$ cat src/hdl/bfp_pkg.sv
package bfp_pkg;

    // Number of parallel lanes in one block
    localparam int unsigned NUM_LANES = 4;

    // Operand width at the input
    localparam int unsigned OP_WIDTH = 16;

    // One extra bit holds the carry of a sum or the borrow of a difference
    localparam int unsigned MAG_WIDTH = OP_WIDTH + 1;

    // Wide enough for any leading zero count of a MAG_WIDTH magnitude
    localparam int unsigned CNT_WIDTH = $clog2(MAG_WIDTH);

    typedef logic signed [OP_WIDTH-1:0]  operand_t;
    typedef logic signed [MAG_WIDTH-1:0] sum_t;
    typedef logic        [MAG_WIDTH-1:0] mag_t;
    typedef logic        [CNT_WIDTH-1:0] cnt_t;

    // One input vector, the subtract flag applies to every lane
    typedef struct packed {
        logic                       sub;
        operand_t [NUM_LANES-1:0]   a;
        operand_t [NUM_LANES-1:0]   b;
    } bfp_req_t;

    // Lane sums from the dispatcher, one entry per lane
    typedef sum_t [NUM_LANES-1:0] lane_sum_t;

    // Sign and magnitude of one lane with its leading zero count
    // The empty flag marks a zero magnitude
    typedef struct packed {
        logic sign;
        mag_t mag;
        cnt_t cnt;
        logic empty;
    } lane_res_t;

    // Normalized block, all mantissas share one shift
    typedef struct packed {
        logic [NUM_LANES-1:0]   sign;
        mag_t [NUM_LANES-1:0]   mant;
        cnt_t                   shift;
        logic                   all_zero;
    } bfp_rsp_t;

endpackage

$ cat src/hdl/add_lzc.sv
`timescale 1ns/1ps

module add_lzc #(
    parameter int unsigned WIDTH = 2,
    // Set to 1 for leading zeros and to 0 for trailing zeros
    parameter bit          MODE  = 1'b0,
    // One level of the selector tree per count bit
    localparam int unsigned CNT_WIDTH = (WIDTH > 1) ? $clog2(WIDTH) : 1
) (
    input  logic [WIDTH-1:0]     in_i,
    output logic [CNT_WIDTH-1:0] cnt_o,
    output logic                 empty_o
);

    // The count is the index of the first set bit, seen from the LSB side
    // In leading zero mode the input is mirrored, so the MSB becomes index 0
    // A zero input raises empty_o and the count reads WIDTH - 1

    if (WIDTH == 1) begin : g_single
        // A lone bit has no zeros before it when set, and WIDTH - 1 is zero anyway
        assign cnt_o   = 1'b0;
        assign empty_o = ~in_i[0];
    end else begin : g_tree
        localparam int unsigned NUM_LEVELS = CNT_WIDTH;

        logic [WIDTH-1:0]                           in_tmp;
        logic [WIDTH-1:0][NUM_LEVELS-1:0]           index_lut;
        // Node n has children 2n+1 and 2n+2, the root is node 0
        logic [2**NUM_LEVELS-2:0]                   sel_nodes;
        logic [2**NUM_LEVELS-2:0][NUM_LEVELS-1:0]   index_nodes;

        // Mirror the vector for leading zero mode
        always_comb begin
            for (int unsigned i = 0; i < WIDTH; i++) begin
                in_tmp[i] = MODE ? in_i[WIDTH-1-i] : in_i[i];
            end
        end

        // Bit position of each input, as seen by the leaves
        for (genvar j = 0; j < WIDTH; j++) begin : g_index_lut
            assign index_lut[j] = NUM_LEVELS'(j);
        end

        for (genvar level = 0; level < NUM_LEVELS; level++) begin : g_levels
            localparam int unsigned BASE  = 2**level - 1;
            localparam int unsigned CHILD = 2**(level + 1) - 1;

            if (level == NUM_LEVELS - 1) begin : g_leaves
                for (genvar k = 0; k < 2**level; k++) begin : g_node
                    if (unsigned'(2 * k + 1) < WIDTH) begin : g_pair
                        // Both inputs exist, the lower index wins
                        assign sel_nodes[BASE+k]   = in_tmp[2*k] | in_tmp[2*k+1];
                        assign index_nodes[BASE+k] = in_tmp[2*k] ? index_lut[2*k]
                                                                 : index_lut[2*k+1];
                    end else if (unsigned'(2 * k + 1) == WIDTH) begin : g_last
                        // Odd width leaves one input without a partner
                        assign sel_nodes[BASE+k]   = in_tmp[2*k];
                        assign index_nodes[BASE+k] = index_lut[2*k];
                    end else begin : g_pad
                        // Past the end of the vector, never selected
                        assign sel_nodes[BASE+k]   = 1'b0;
                        assign index_nodes[BASE+k] = '0;
                    end
                end
            end else begin : g_inner
                for (genvar l = 0; l < 2**level; l++) begin : g_node
                    assign sel_nodes[BASE+l] = sel_nodes[CHILD+2*l] | sel_nodes[CHILD+2*l+1];
                    // Left child covers the lower indices, so it takes priority
                    assign index_nodes[BASE+l] = sel_nodes[CHILD+2*l]
                                               ? index_nodes[CHILD+2*l]
                                               : index_nodes[CHILD+2*l+1];
                end
            end
        end

        assign empty_o = ~sel_nodes[0];
        // The tree alone gives a width dependent value for zero input, so pin it here
        assign cnt_o   = sel_nodes[0] ? index_nodes[0] : CNT_WIDTH'(WIDTH - 1);
    end

endmodule

$ cat src/hdl/bfp_collect.sv
`timescale 1ns/1ps

module bfp_collect (
    input  logic                                        clk_i,
    input  logic                                        rst_n_i,
    input  logic                                        res_valid_i,
    input  bfp_pkg::lane_res_t [bfp_pkg::NUM_LANES-1:0] res_i,
    output logic                                        rsp_valid_o,
    output bfp_pkg::bfp_rsp_t                           rsp_o
);

    // Last stage of the pipeline
    // The block shift is the smallest leading zero count among the lanes
    // that hold a nonzero value, so the largest lane ends up with its top
    // bit set and no lane overflows the mantissa width

    bfp_pkg::cnt_t              min_cnt;
    logic                       all_zero;
    bfp_pkg::cnt_t              shift;
    bfp_pkg::bfp_rsp_t          rsp_d;

    // Minimum count over non-empty lanes
    always_comb begin
        // MAG_WIDTH - 1 is the largest count a nonzero magnitude can have
        min_cnt  = bfp_pkg::cnt_t'(bfp_pkg::MAG_WIDTH - 1);
        all_zero = 1'b1;

        for (int unsigned i = 0; i < bfp_pkg::NUM_LANES; i++) begin
            if (!res_i[i].empty) begin
                all_zero = 1'b0;
                if (res_i[i].cnt < min_cnt) begin
                    min_cnt = res_i[i].cnt;
                end
            end
        end
    end

    // With nothing to normalize the shift is forced to zero
    assign shift = all_zero ? '0 : min_cnt;

    // Normalize every lane by the common shift
    always_comb begin
        for (int unsigned i = 0; i < bfp_pkg::NUM_LANES; i++) begin
            rsp_d.sign[i] = res_i[i].sign;
            // Empty lanes carry a zero magnitude and stay zero after the shift
            rsp_d.mant[i] = res_i[i].mag << shift;
        end
        rsp_d.shift    = shift;
        rsp_d.all_zero = all_zero;
    end

    // Response strobe, three cycles after the request in total
    always_ff @(posedge clk_i) begin
        if (!rst_n_i) begin
            rsp_valid_o <= 1'b0;
        end else begin
            rsp_valid_o <= res_valid_i;
        end
    end

    // Response data holds its last value between strobes
    always_ff @(posedge clk_i) begin
        if (res_valid_i) begin
            rsp_o <= rsp_d;
        end
    end

endmodule

$ cat src/hdl/bfp_dispatch.sv
`timescale 1ns/1ps

module bfp_dispatch (
    input  logic                clk_i,
    input  logic                rst_n_i,
    input  logic                req_valid_i,
    input  bfp_pkg::bfp_req_t   req_i,
    output logic                sum_valid_o,
    output bfp_pkg::lane_sum_t  sums_o
);

    // First stage of the pipeline
    // Every lane forms a + b or a - b in one extra bit of width,
    // which keeps the result exact for all operand pairs

    bfp_pkg::lane_sum_t sums_d;

    always_comb begin
        bfp_pkg::sum_t a_ext;
        bfp_pkg::sum_t b_ext;

        for (int unsigned i = 0; i < bfp_pkg::NUM_LANES; i++) begin
            // Replicate the sign bit by hand so the extension does not
            // depend on how the element select of the packed array is typed
            a_ext = {req_i.a[i][bfp_pkg::OP_WIDTH-1], req_i.a[i]};
            b_ext = {req_i.b[i][bfp_pkg::OP_WIDTH-1], req_i.b[i]};

            // One subtract flag steers the whole vector
            if (req_i.sub) begin
                sums_d[i] = a_ext - b_ext;
            end else begin
                sums_d[i] = a_ext + b_ext;
            end
        end
    end

    // Valid strobe follows the request by one cycle
    always_ff @(posedge clk_i) begin
        if (!rst_n_i) begin
            sum_valid_o <= 1'b0;
        end else begin
            sum_valid_o <= req_valid_i;
        end
    end

    // Sums only load with a request and hold otherwise
    always_ff @(posedge clk_i) begin
        if (req_valid_i) begin
            sums_o <= sums_d;
        end
    end

endmodule

$ cat src/hdl/bfp_lane.sv
`timescale 1ns/1ps

module bfp_lane (
    input  logic                clk_i,
    input  logic                rst_n_i,
    input  logic                sum_valid_i,
    input  bfp_pkg::sum_t       sum_i,
    output logic                res_valid_o,
    output bfp_pkg::lane_res_t  res_o
);

    // Second stage, one copy per lane
    // The signed sum becomes sign and magnitude, and the magnitude gets
    // its leading zero count for the collector

    logic           sign;
    bfp_pkg::mag_t  mag;
    bfp_pkg::cnt_t  lz_cnt;
    logic           lz_empty;

    assign sign = sum_i[bfp_pkg::MAG_WIDTH-1];

    // The most negative sum, -65536, negates to 17'h10000
    // That still fits the unsigned magnitude, so no saturation is needed
    assign mag = sign ? bfp_pkg::mag_t'(-sum_i) : bfp_pkg::mag_t'(sum_i);

    // Leading zero mode, a zero magnitude reads MAG_WIDTH - 1 with empty set
    add_lzc #(
        .WIDTH (bfp_pkg::MAG_WIDTH),
        .MODE  (1'b1)
    ) u_lzc (
        .in_i    (mag),
        .cnt_o   (lz_cnt),
        .empty_o (lz_empty)
    );

    always_ff @(posedge clk_i) begin
        if (!rst_n_i) begin
            res_valid_o <= 1'b0;
        end else begin
            res_valid_o <= sum_valid_i;
        end
    end

    // Result fields load together on a valid sum
    always_ff @(posedge clk_i) begin
        if (sum_valid_i) begin
            res_o.sign  <= sign;
            res_o.mag   <= mag;
            res_o.cnt   <= lz_cnt;
            res_o.empty <= lz_empty;
        end
    end

endmodule

$ cat src/hdl/bfp_norm_top.sv
`timescale 1ns/1ps

module bfp_norm_top (
    input  logic                clk_i,
    input  logic                rst_n_i,
    input  logic                req_valid_i,
    input  bfp_pkg::bfp_req_t   req_i,
    output logic                rsp_valid_o,
    output bfp_pkg::bfp_rsp_t   rsp_o
);

    // Three stage pipeline, dispatcher then lanes then collector
    // A new vector may enter on every cycle

    logic                                           sum_valid;
    bfp_pkg::lane_sum_t                             sums;
    logic [bfp_pkg::NUM_LANES-1:0]                  res_valid;
    bfp_pkg::lane_res_t [bfp_pkg::NUM_LANES-1:0]    res;

    bfp_dispatch u_dispatch (
        .clk_i       (clk_i),
        .rst_n_i     (rst_n_i),
        .req_valid_i (req_valid_i),
        .req_i       (req_i),
        .sum_valid_o (sum_valid),
        .sums_o      (sums)
    );

    for (genvar k = 0; k < bfp_pkg::NUM_LANES; k++) begin : g_lane
        bfp_lane u_lane (
            .clk_i       (clk_i),
            .rst_n_i     (rst_n_i),
            .sum_valid_i (sum_valid),
            .sum_i       (sums[k]),
            .res_valid_o (res_valid[k]),
            .res_o       (res[k])
        );
    end

    // All lanes share one strobe, so lane zero speaks for the rest
    bfp_collect u_collect (
        .clk_i       (clk_i),
        .rst_n_i     (rst_n_i),
        .res_valid_i (res_valid[0]),
        .res_i       (res),
        .rsp_valid_o (rsp_valid_o),
        .rsp_o       (rsp_o)
    );

endmodule

$ cat config.mk
export PLATFORM = sky130hd
export DESIGN_NAME = bfp_norm_top
export DESIGN_NICKNAME = d
export VERILOG_FILES = /design/src/hdl/bfp_pkg.sv /design/src/hdl/add_lzc.sv /design/src/hdl/bfp_collect.sv /design/src/hdl/bfp_dispatch.sv /design/src/hdl/bfp_lane.sv /design/src/hdl/bfp_norm_top.sv
export SDC_FILE = /design/constraint.sdc
export NUM_CORES = 1
export LEC_CHECK = 0
export BUFFER_PORTS_ARGS = -buffer_cell sky130_fd_sc_hd__buf_4
export CAP_MARGIN = 5
export CORE_MARGIN = 2
export CORE_UTILIZATION = 50
export DETAILED_ROUTE_END_ITERATION = 16
export PLACE_DENSITY = 0.7
export SLEW_MARGIN = 15
export SYNTH_ARGS = -nofsm -noshare
export SYNTH_HDL_FRONTEND = slang
export SYNTH_SLANG_ARGS = --single-unit
$ cat constraint.sdc
create_clock -name clk_i -period 8.3 [get_ports clk_i]
set_input_delay 0.415 -clock clk_i [delete_from_list [all_inputs] [get_ports clk_i]]
set_output_delay 0.415 -clock clk_i [all_outputs]
set_load 0.1 [all_outputs]
# Yosys cells after proc, flatten, opt, wreduce, memory -nomap -nowiden
# Index checks and enable logic that the tools add are counted.
op_classes:
  n_addsub: 12
  n_mul: 0
  n_div: 0
  magnitude_cmp: 4
  n_eq_ne: 0
  n_shift: 4
  mux: 89
  bitwise_logic: 68
  n_reduce_logical: 0
ops:
  columns: ["cell", "count"]
  rows:
  - ["$mux 5", 45]
  - ["$mux 17", 8]
  - ["$add 16x16->17", 4]
  - ["$neg 17->17", 4]
  - ["$shl 17x5->17", 4]
  - ["$sub 16x16->17", 4]
  - ["$or 1x1->1", 64]
  - ["$mux 1", 36]
  - ["$lt 5x5->1", 3]
  - ["$lt 5x5->1 const B", 1]
  - ["$not 1->1", 4]
word_totals:
  register_bits: 245
  latchBits: 0
  ram_bits: 0
  romBits: 0
  inputBits: 132
  out_inout_bits: 79
  word_cells: 207
  mem_count: 0

# Logic depth before layout (Yosys ltp)
logic_depth:
  depth_word: 14
  mapped_depth: 31
  ltp_nobuf: 29

# By module
# From an unflattened synthesis, not the netlist that was laid out.
hier_totals:
  cells_unflattened: 1681
  area_unflattened_um2: 17476.8
modules_own_cells:
  columns: ["module", "instances", "cells_each", "area_each_um2", "seq_area_each_um2"]
  rows:
  - ["bfp_dispatch", 1, 686, 6361.1, 2062.0]
  - ["bfp_collect", 1, 571, 5595.4, 2362.3]
  - ["bfp_lane", 4, 75, 1163.6, 740.7]
  - ["add_lzc", 4, 31, 216.5, 0.0]

# Least setup slack after synthesis
# Ideal clock, no wire load.
synth_timing:
  kind: "register to register"
  startpoint: "register g_lane[0].u_lane.res_o[0] (netlist bit)"
  endpoint: "register u_collect.rsp_o[22] (netlist name)"
  setup_ns: 0.261
  arrival_ns: 6.263
  setup_slack_ns: 1.776
  path_stages_with_launch: 30
  path_buffers: 1
  path_cell_list: "edfxtp_1 -> nor2_2 -> nand2_1 -> ha_1 -> o21ai_1 -> o21ai_2 -> nor2_4 -> nand2_1 -> o21ai_0 -> inv_1 -> ha_1 -> a211oi_1 -> o21ai_1 -> o21ai_1 -> o2111ai_4 -> mux2_2 -> inv_1 -> ha_1 -> a21o_1 -> a21o_1 -> a211o_1 -> a41oi_1 -> nor3_1 -> mux2_2 -> nor2_4 -> buf_2 -> mux2i_1 -> mux2i_1 -> mux2_2 -> a221o_1"
synth_lines:
  columns: ["item", "line_no", "source"]
  rows:
  - ["start: declaration", "bfp_lane.sv:9", "output bfp_pkg::lane_res_t res_o"]

# Final worst setup path
layout_timing:
  startpoint: "register g_lane[0].u_lane.res_o[0] (netlist bit)"
  endpoint: "register u_collect.rsp_o[51] (netlist name)"
layout_via:
  elab_chain_len: 12
  elab_cells_between_ends: 16
layout_rtl:
  columns: ["item", "line_no", "source"]
  rows:
  - ["$mux 5", "bfp_collect.sv:29", "if (!res_i[i].empty) begin"]
  - ["$lt 5x5->1", "bfp_collect.sv:31", "if (res_i[i].cnt < min_cnt) begin"]
  - ["$mux 5", "bfp_collect.sv:31", null]
  - ["$mux 5", "bfp_collect.sv:29", null]
  - ["$lt 5x5->1", "bfp_collect.sv:31", null]
  - ["$mux 5", "bfp_collect.sv:31", null]
  - ["$mux 5", "bfp_collect.sv:29", null]
  - ["$lt 5x5->1", "bfp_collect.sv:31", null]
  - ["$mux 5", "bfp_collect.sv:31", null]
  - ["$mux 5", "bfp_collect.sv:29", null]
  - ["$mux 5 *", "bfp_collect.sv:39", "assign shift = all_zero ? '0 : min_cnt;"]
  - ["$shl 17x5->17 *", "bfp_collect.sv:46", "rsp_d.mant[i] = res_i[i].mag << shift;"]
# Every way passes the cells marked *; elsewhere a longest branch is shown, timed or not.
# A chain may end at the register's enable or synchronous reset.

==> flow_summary.toml <==
[place]
dp.cells = 2219
place_ws_ns = 0.801
placed_cell_area_um2 = 18600
routabilityCongestion = 0.876
port_buffers = 210
hpwl_mm = 28.9

[logic_synthesis]
post_synth_num_cell_types = 79
synth_warnings = 0
async_reset_ff_frac = 0
synthAdderAreaFrac = 0.0675
syn_nets = 1826
synthesis.area_um2 = 16600
synth-edff-count = 242
synth_compound_area_frac = 0.151
synth_top_family_by_area = "compound AO/OA/AOI/OAI gates"
synth-main-ff-cell = "edfxtp_1"
synth-simple-area-share = 0.131
synth_xor_area_frac = 0.0883
ys_ff_latch = 245
avgSynthCellArea_um2 = 10.3
synth_mux_area_frac = 0.0791
syn_inst = 1607
synth-seq-area-share = 0.442

[worst_setup_path]
cp-start-kind = "register"
crit_type = "reg2reg"
required_ns = 8.58
crit_buf_inv = 4
cpMostUsedCell = "ha_1"
critPathTopFamily = "compound AO/OA/AOI/OAI gates"
cp_max_fo = 50
startpoint = "g_lane[0].u_lane.res_o[0]"
rr_startpoint = "g_lane[0].u_lane.res_o[0]"
end_kind = "register"
cp_slowest_stage_delay_ns = 0.52
slowest_stage = "inv_4"
worstPathArrival_ns = 7.86

[clock_network]
insertion_delay_ns = 0.52
cts_sinks = 245
cts.clk_slew.worst_paths_ns = 0.06
cts_hold_buf = 0
post_cts_resized = 0
cts_tree = "done"
htreeDepth = 1
numCtsBuffers = 24
cts-root-buf = "clkbuf_16"
clock_path_buffers = 3
cts_setup_buffers = 0

[die]
die_w_um = 186
die_y_um = 186
dieArea_um2 = 34600
fp.coreArea_um2 = 32600
row_count = 66
io-pin-count = 211
initial_core_util = 0.508

[min_path]
hold_class = "in2reg"
hp-start = "rst_n_i"

[cells_and_area]
seq_area_um2 = 7330
design_area_um2 = 19400
nets = 2022
drive_above_1_share = 0.172
final_cells = 2263
n_fill_cell = 2765
multi_input_area_um2 = 8560
diodes = 0
syn2layout_area_growth_pct = 17.2

[timing]
setup_viol = 0
setup_slack_ns = 0.721
worst_slew_pin_slew_ns = 1.02
min_period_over_period = 0.913
skew_ns = 0.00969
hold_viol_final = 0
fin_crit_ns = 7.58
fin_setup_tns_ns = 0
whs_ns = 0.109
rsz0062_at_grt = "false"
slew_viol_final = 0
max_slew_margin = 0.319
clock.fmax_mhz = 132

[pwr]
peakVddDrop_uv = 159
p_leak_nw = 7.58
p_per_area_nw_per_um2 = 230

[global_routing]
globalRoute.totalOverflow = 0
antenna_found_initial = 0
grt_start_max_net_pins = 78
globalRouteTotalUtil = 0.211
grt_pass1_wl_mm = 59.1
grt_pass1_vias = 11700

[detailed_routing]
vias = 12500
ant_nets = 0
vias_per_cell = 5.53
drcViolationCount = 0
wl_mm = 36.9
firstDrtPassIters = 5
drt-initial-drc-count = 834
post_drt_wl_per_cell_um = 16.3

[outcome]
outcome = "completed"

[flow_run]
maxCapViolations = 0
[synth_stat cells (14+ instances only)]
cell | n | area share
o21bai_1 | 14 | 0.0063
nand2_1 | 60 | 0.014
xnor2_1 | 138 | 0.073
o22ai_1 | 16 | 0.0060
o31ai_1 | 17 | 0.0077
a21oi_1 | 93 | 0.028
o211ai_1 | 31 | 0.014
clkbuf_1 | 33 | 0.0075
nor4_1 | 17 | 0.0064
nand3_1 | 43 | 0.013
nor3_1 | 43 | 0.013
a21boi_0 | 21 | 0.0095
ha_1 | 83 | 0.063
edfxtp_1 | 242 | 0.44
mux2i_1 | 115 | 0.069
nor2_1 | 151 | 0.034
xor2_1 | 29 | 0.015
nor2b_1 | 19 | 0.0072
o21ai_0 | 73 | 0.022
inv_1 | 110 | 0.025
nand4_1 | 15 | 0.0057
[area by class of cell]
| class | instances | share of cell area |
|---|---|---|
| clock inverters | 18 | 0.0116 |
| clock buffers | 26 | 0.0324 |
| well taps | 442 | 0.0285 |
| inverters | 112 | 0.0218 |
| repair buffers | 227 | 0.0877 |
| multi-input cells | 1193 | 0.440 |
| flip-flops and latches | 245 | 0.378 |
[logic make-up (layout without fill, tap and decap cells)]
family / Yosys count / in the layout
adder cells (fa/ha/maj): 87 / 87
XOR/XNOR: 167 / 167
flip-flops: 245 / 245
AO/OA/AOI/OAI: 377 / 377
buffers and inverters: 169 / 383
multiplexers: 129 / 129
AND/OR/NAND/NOR: 433 / 433
[report_power, final]
group / switching (mW) / internal, mW
Combinational: 0.908 / 0.628
Clock: 0.449 / 0.705
Sequential: 0.148 / 1.62
Total: 1.50 / 2.96
[sequential cells by signal (all words and copies together) (netlist names)]
signal                     count
g_lane.u_lane.res_o           96
u_collect.rsp_o               78
u_dispatch.sums_o             68
g_lane.u_lane.res_valid_o      1
u_collect.rsp_valid_o          1
u_dispatch.sum_valid_o         1
[cell usage in the layout, fill, tap and decap left out, drive strengths merged, types with 21 or more instances in the layout]
master / n
a21boi: 21
a21oi: 93
buf: 227
clkbuf: 26
edfxtp: 242
ha: 83
inv: 113
mux2i: 116
nand2: 60
nand3: 43
nor2: 156
nor3: 45
o211ai: 32
o21ai: 83
xnor2: 138
xor2: 29
[path summary, 6_finish.rpt]
kind	endpoint	slack (ns)	depth (start not counted)
worst min register to register	u_collect.rsp_o[75]	0.42	0
worst min-delay path	g_lane[0].u_lane.res_valid_o	0.11	2
worst max-delay path	u_collect.rsp_o[51]	0.72	29
worst max register to register	u_collect.rsp_o[51]	0.72	29
[stage by stage]
stage | total power, mW | util
finish | 4.46 | 0.596
global route | 4.73 | 0.596
CTS | 4.48 | 0.596
detailed placement | 3.32 | 0.569
global placement | 3.29 | 0.569
floorplan | 2.92 | -
[per-layer routing]
| layer | up-vias | part of all wire | global-route usage |
|---|---|---|---|
| li1 | 6347 | - | - |
| met1 | 5765 | 0.49 | 0.312 |
| met2 | 351 | 0.44 | 0.338 |
| met3 | 46 | 0.048 | 0.0213 |
| met4 | 0 | 0.016 | 0.0447 |
| met5 | - | 0 | 0 |
Note: power is estimated with default switching activity, not from simulation.
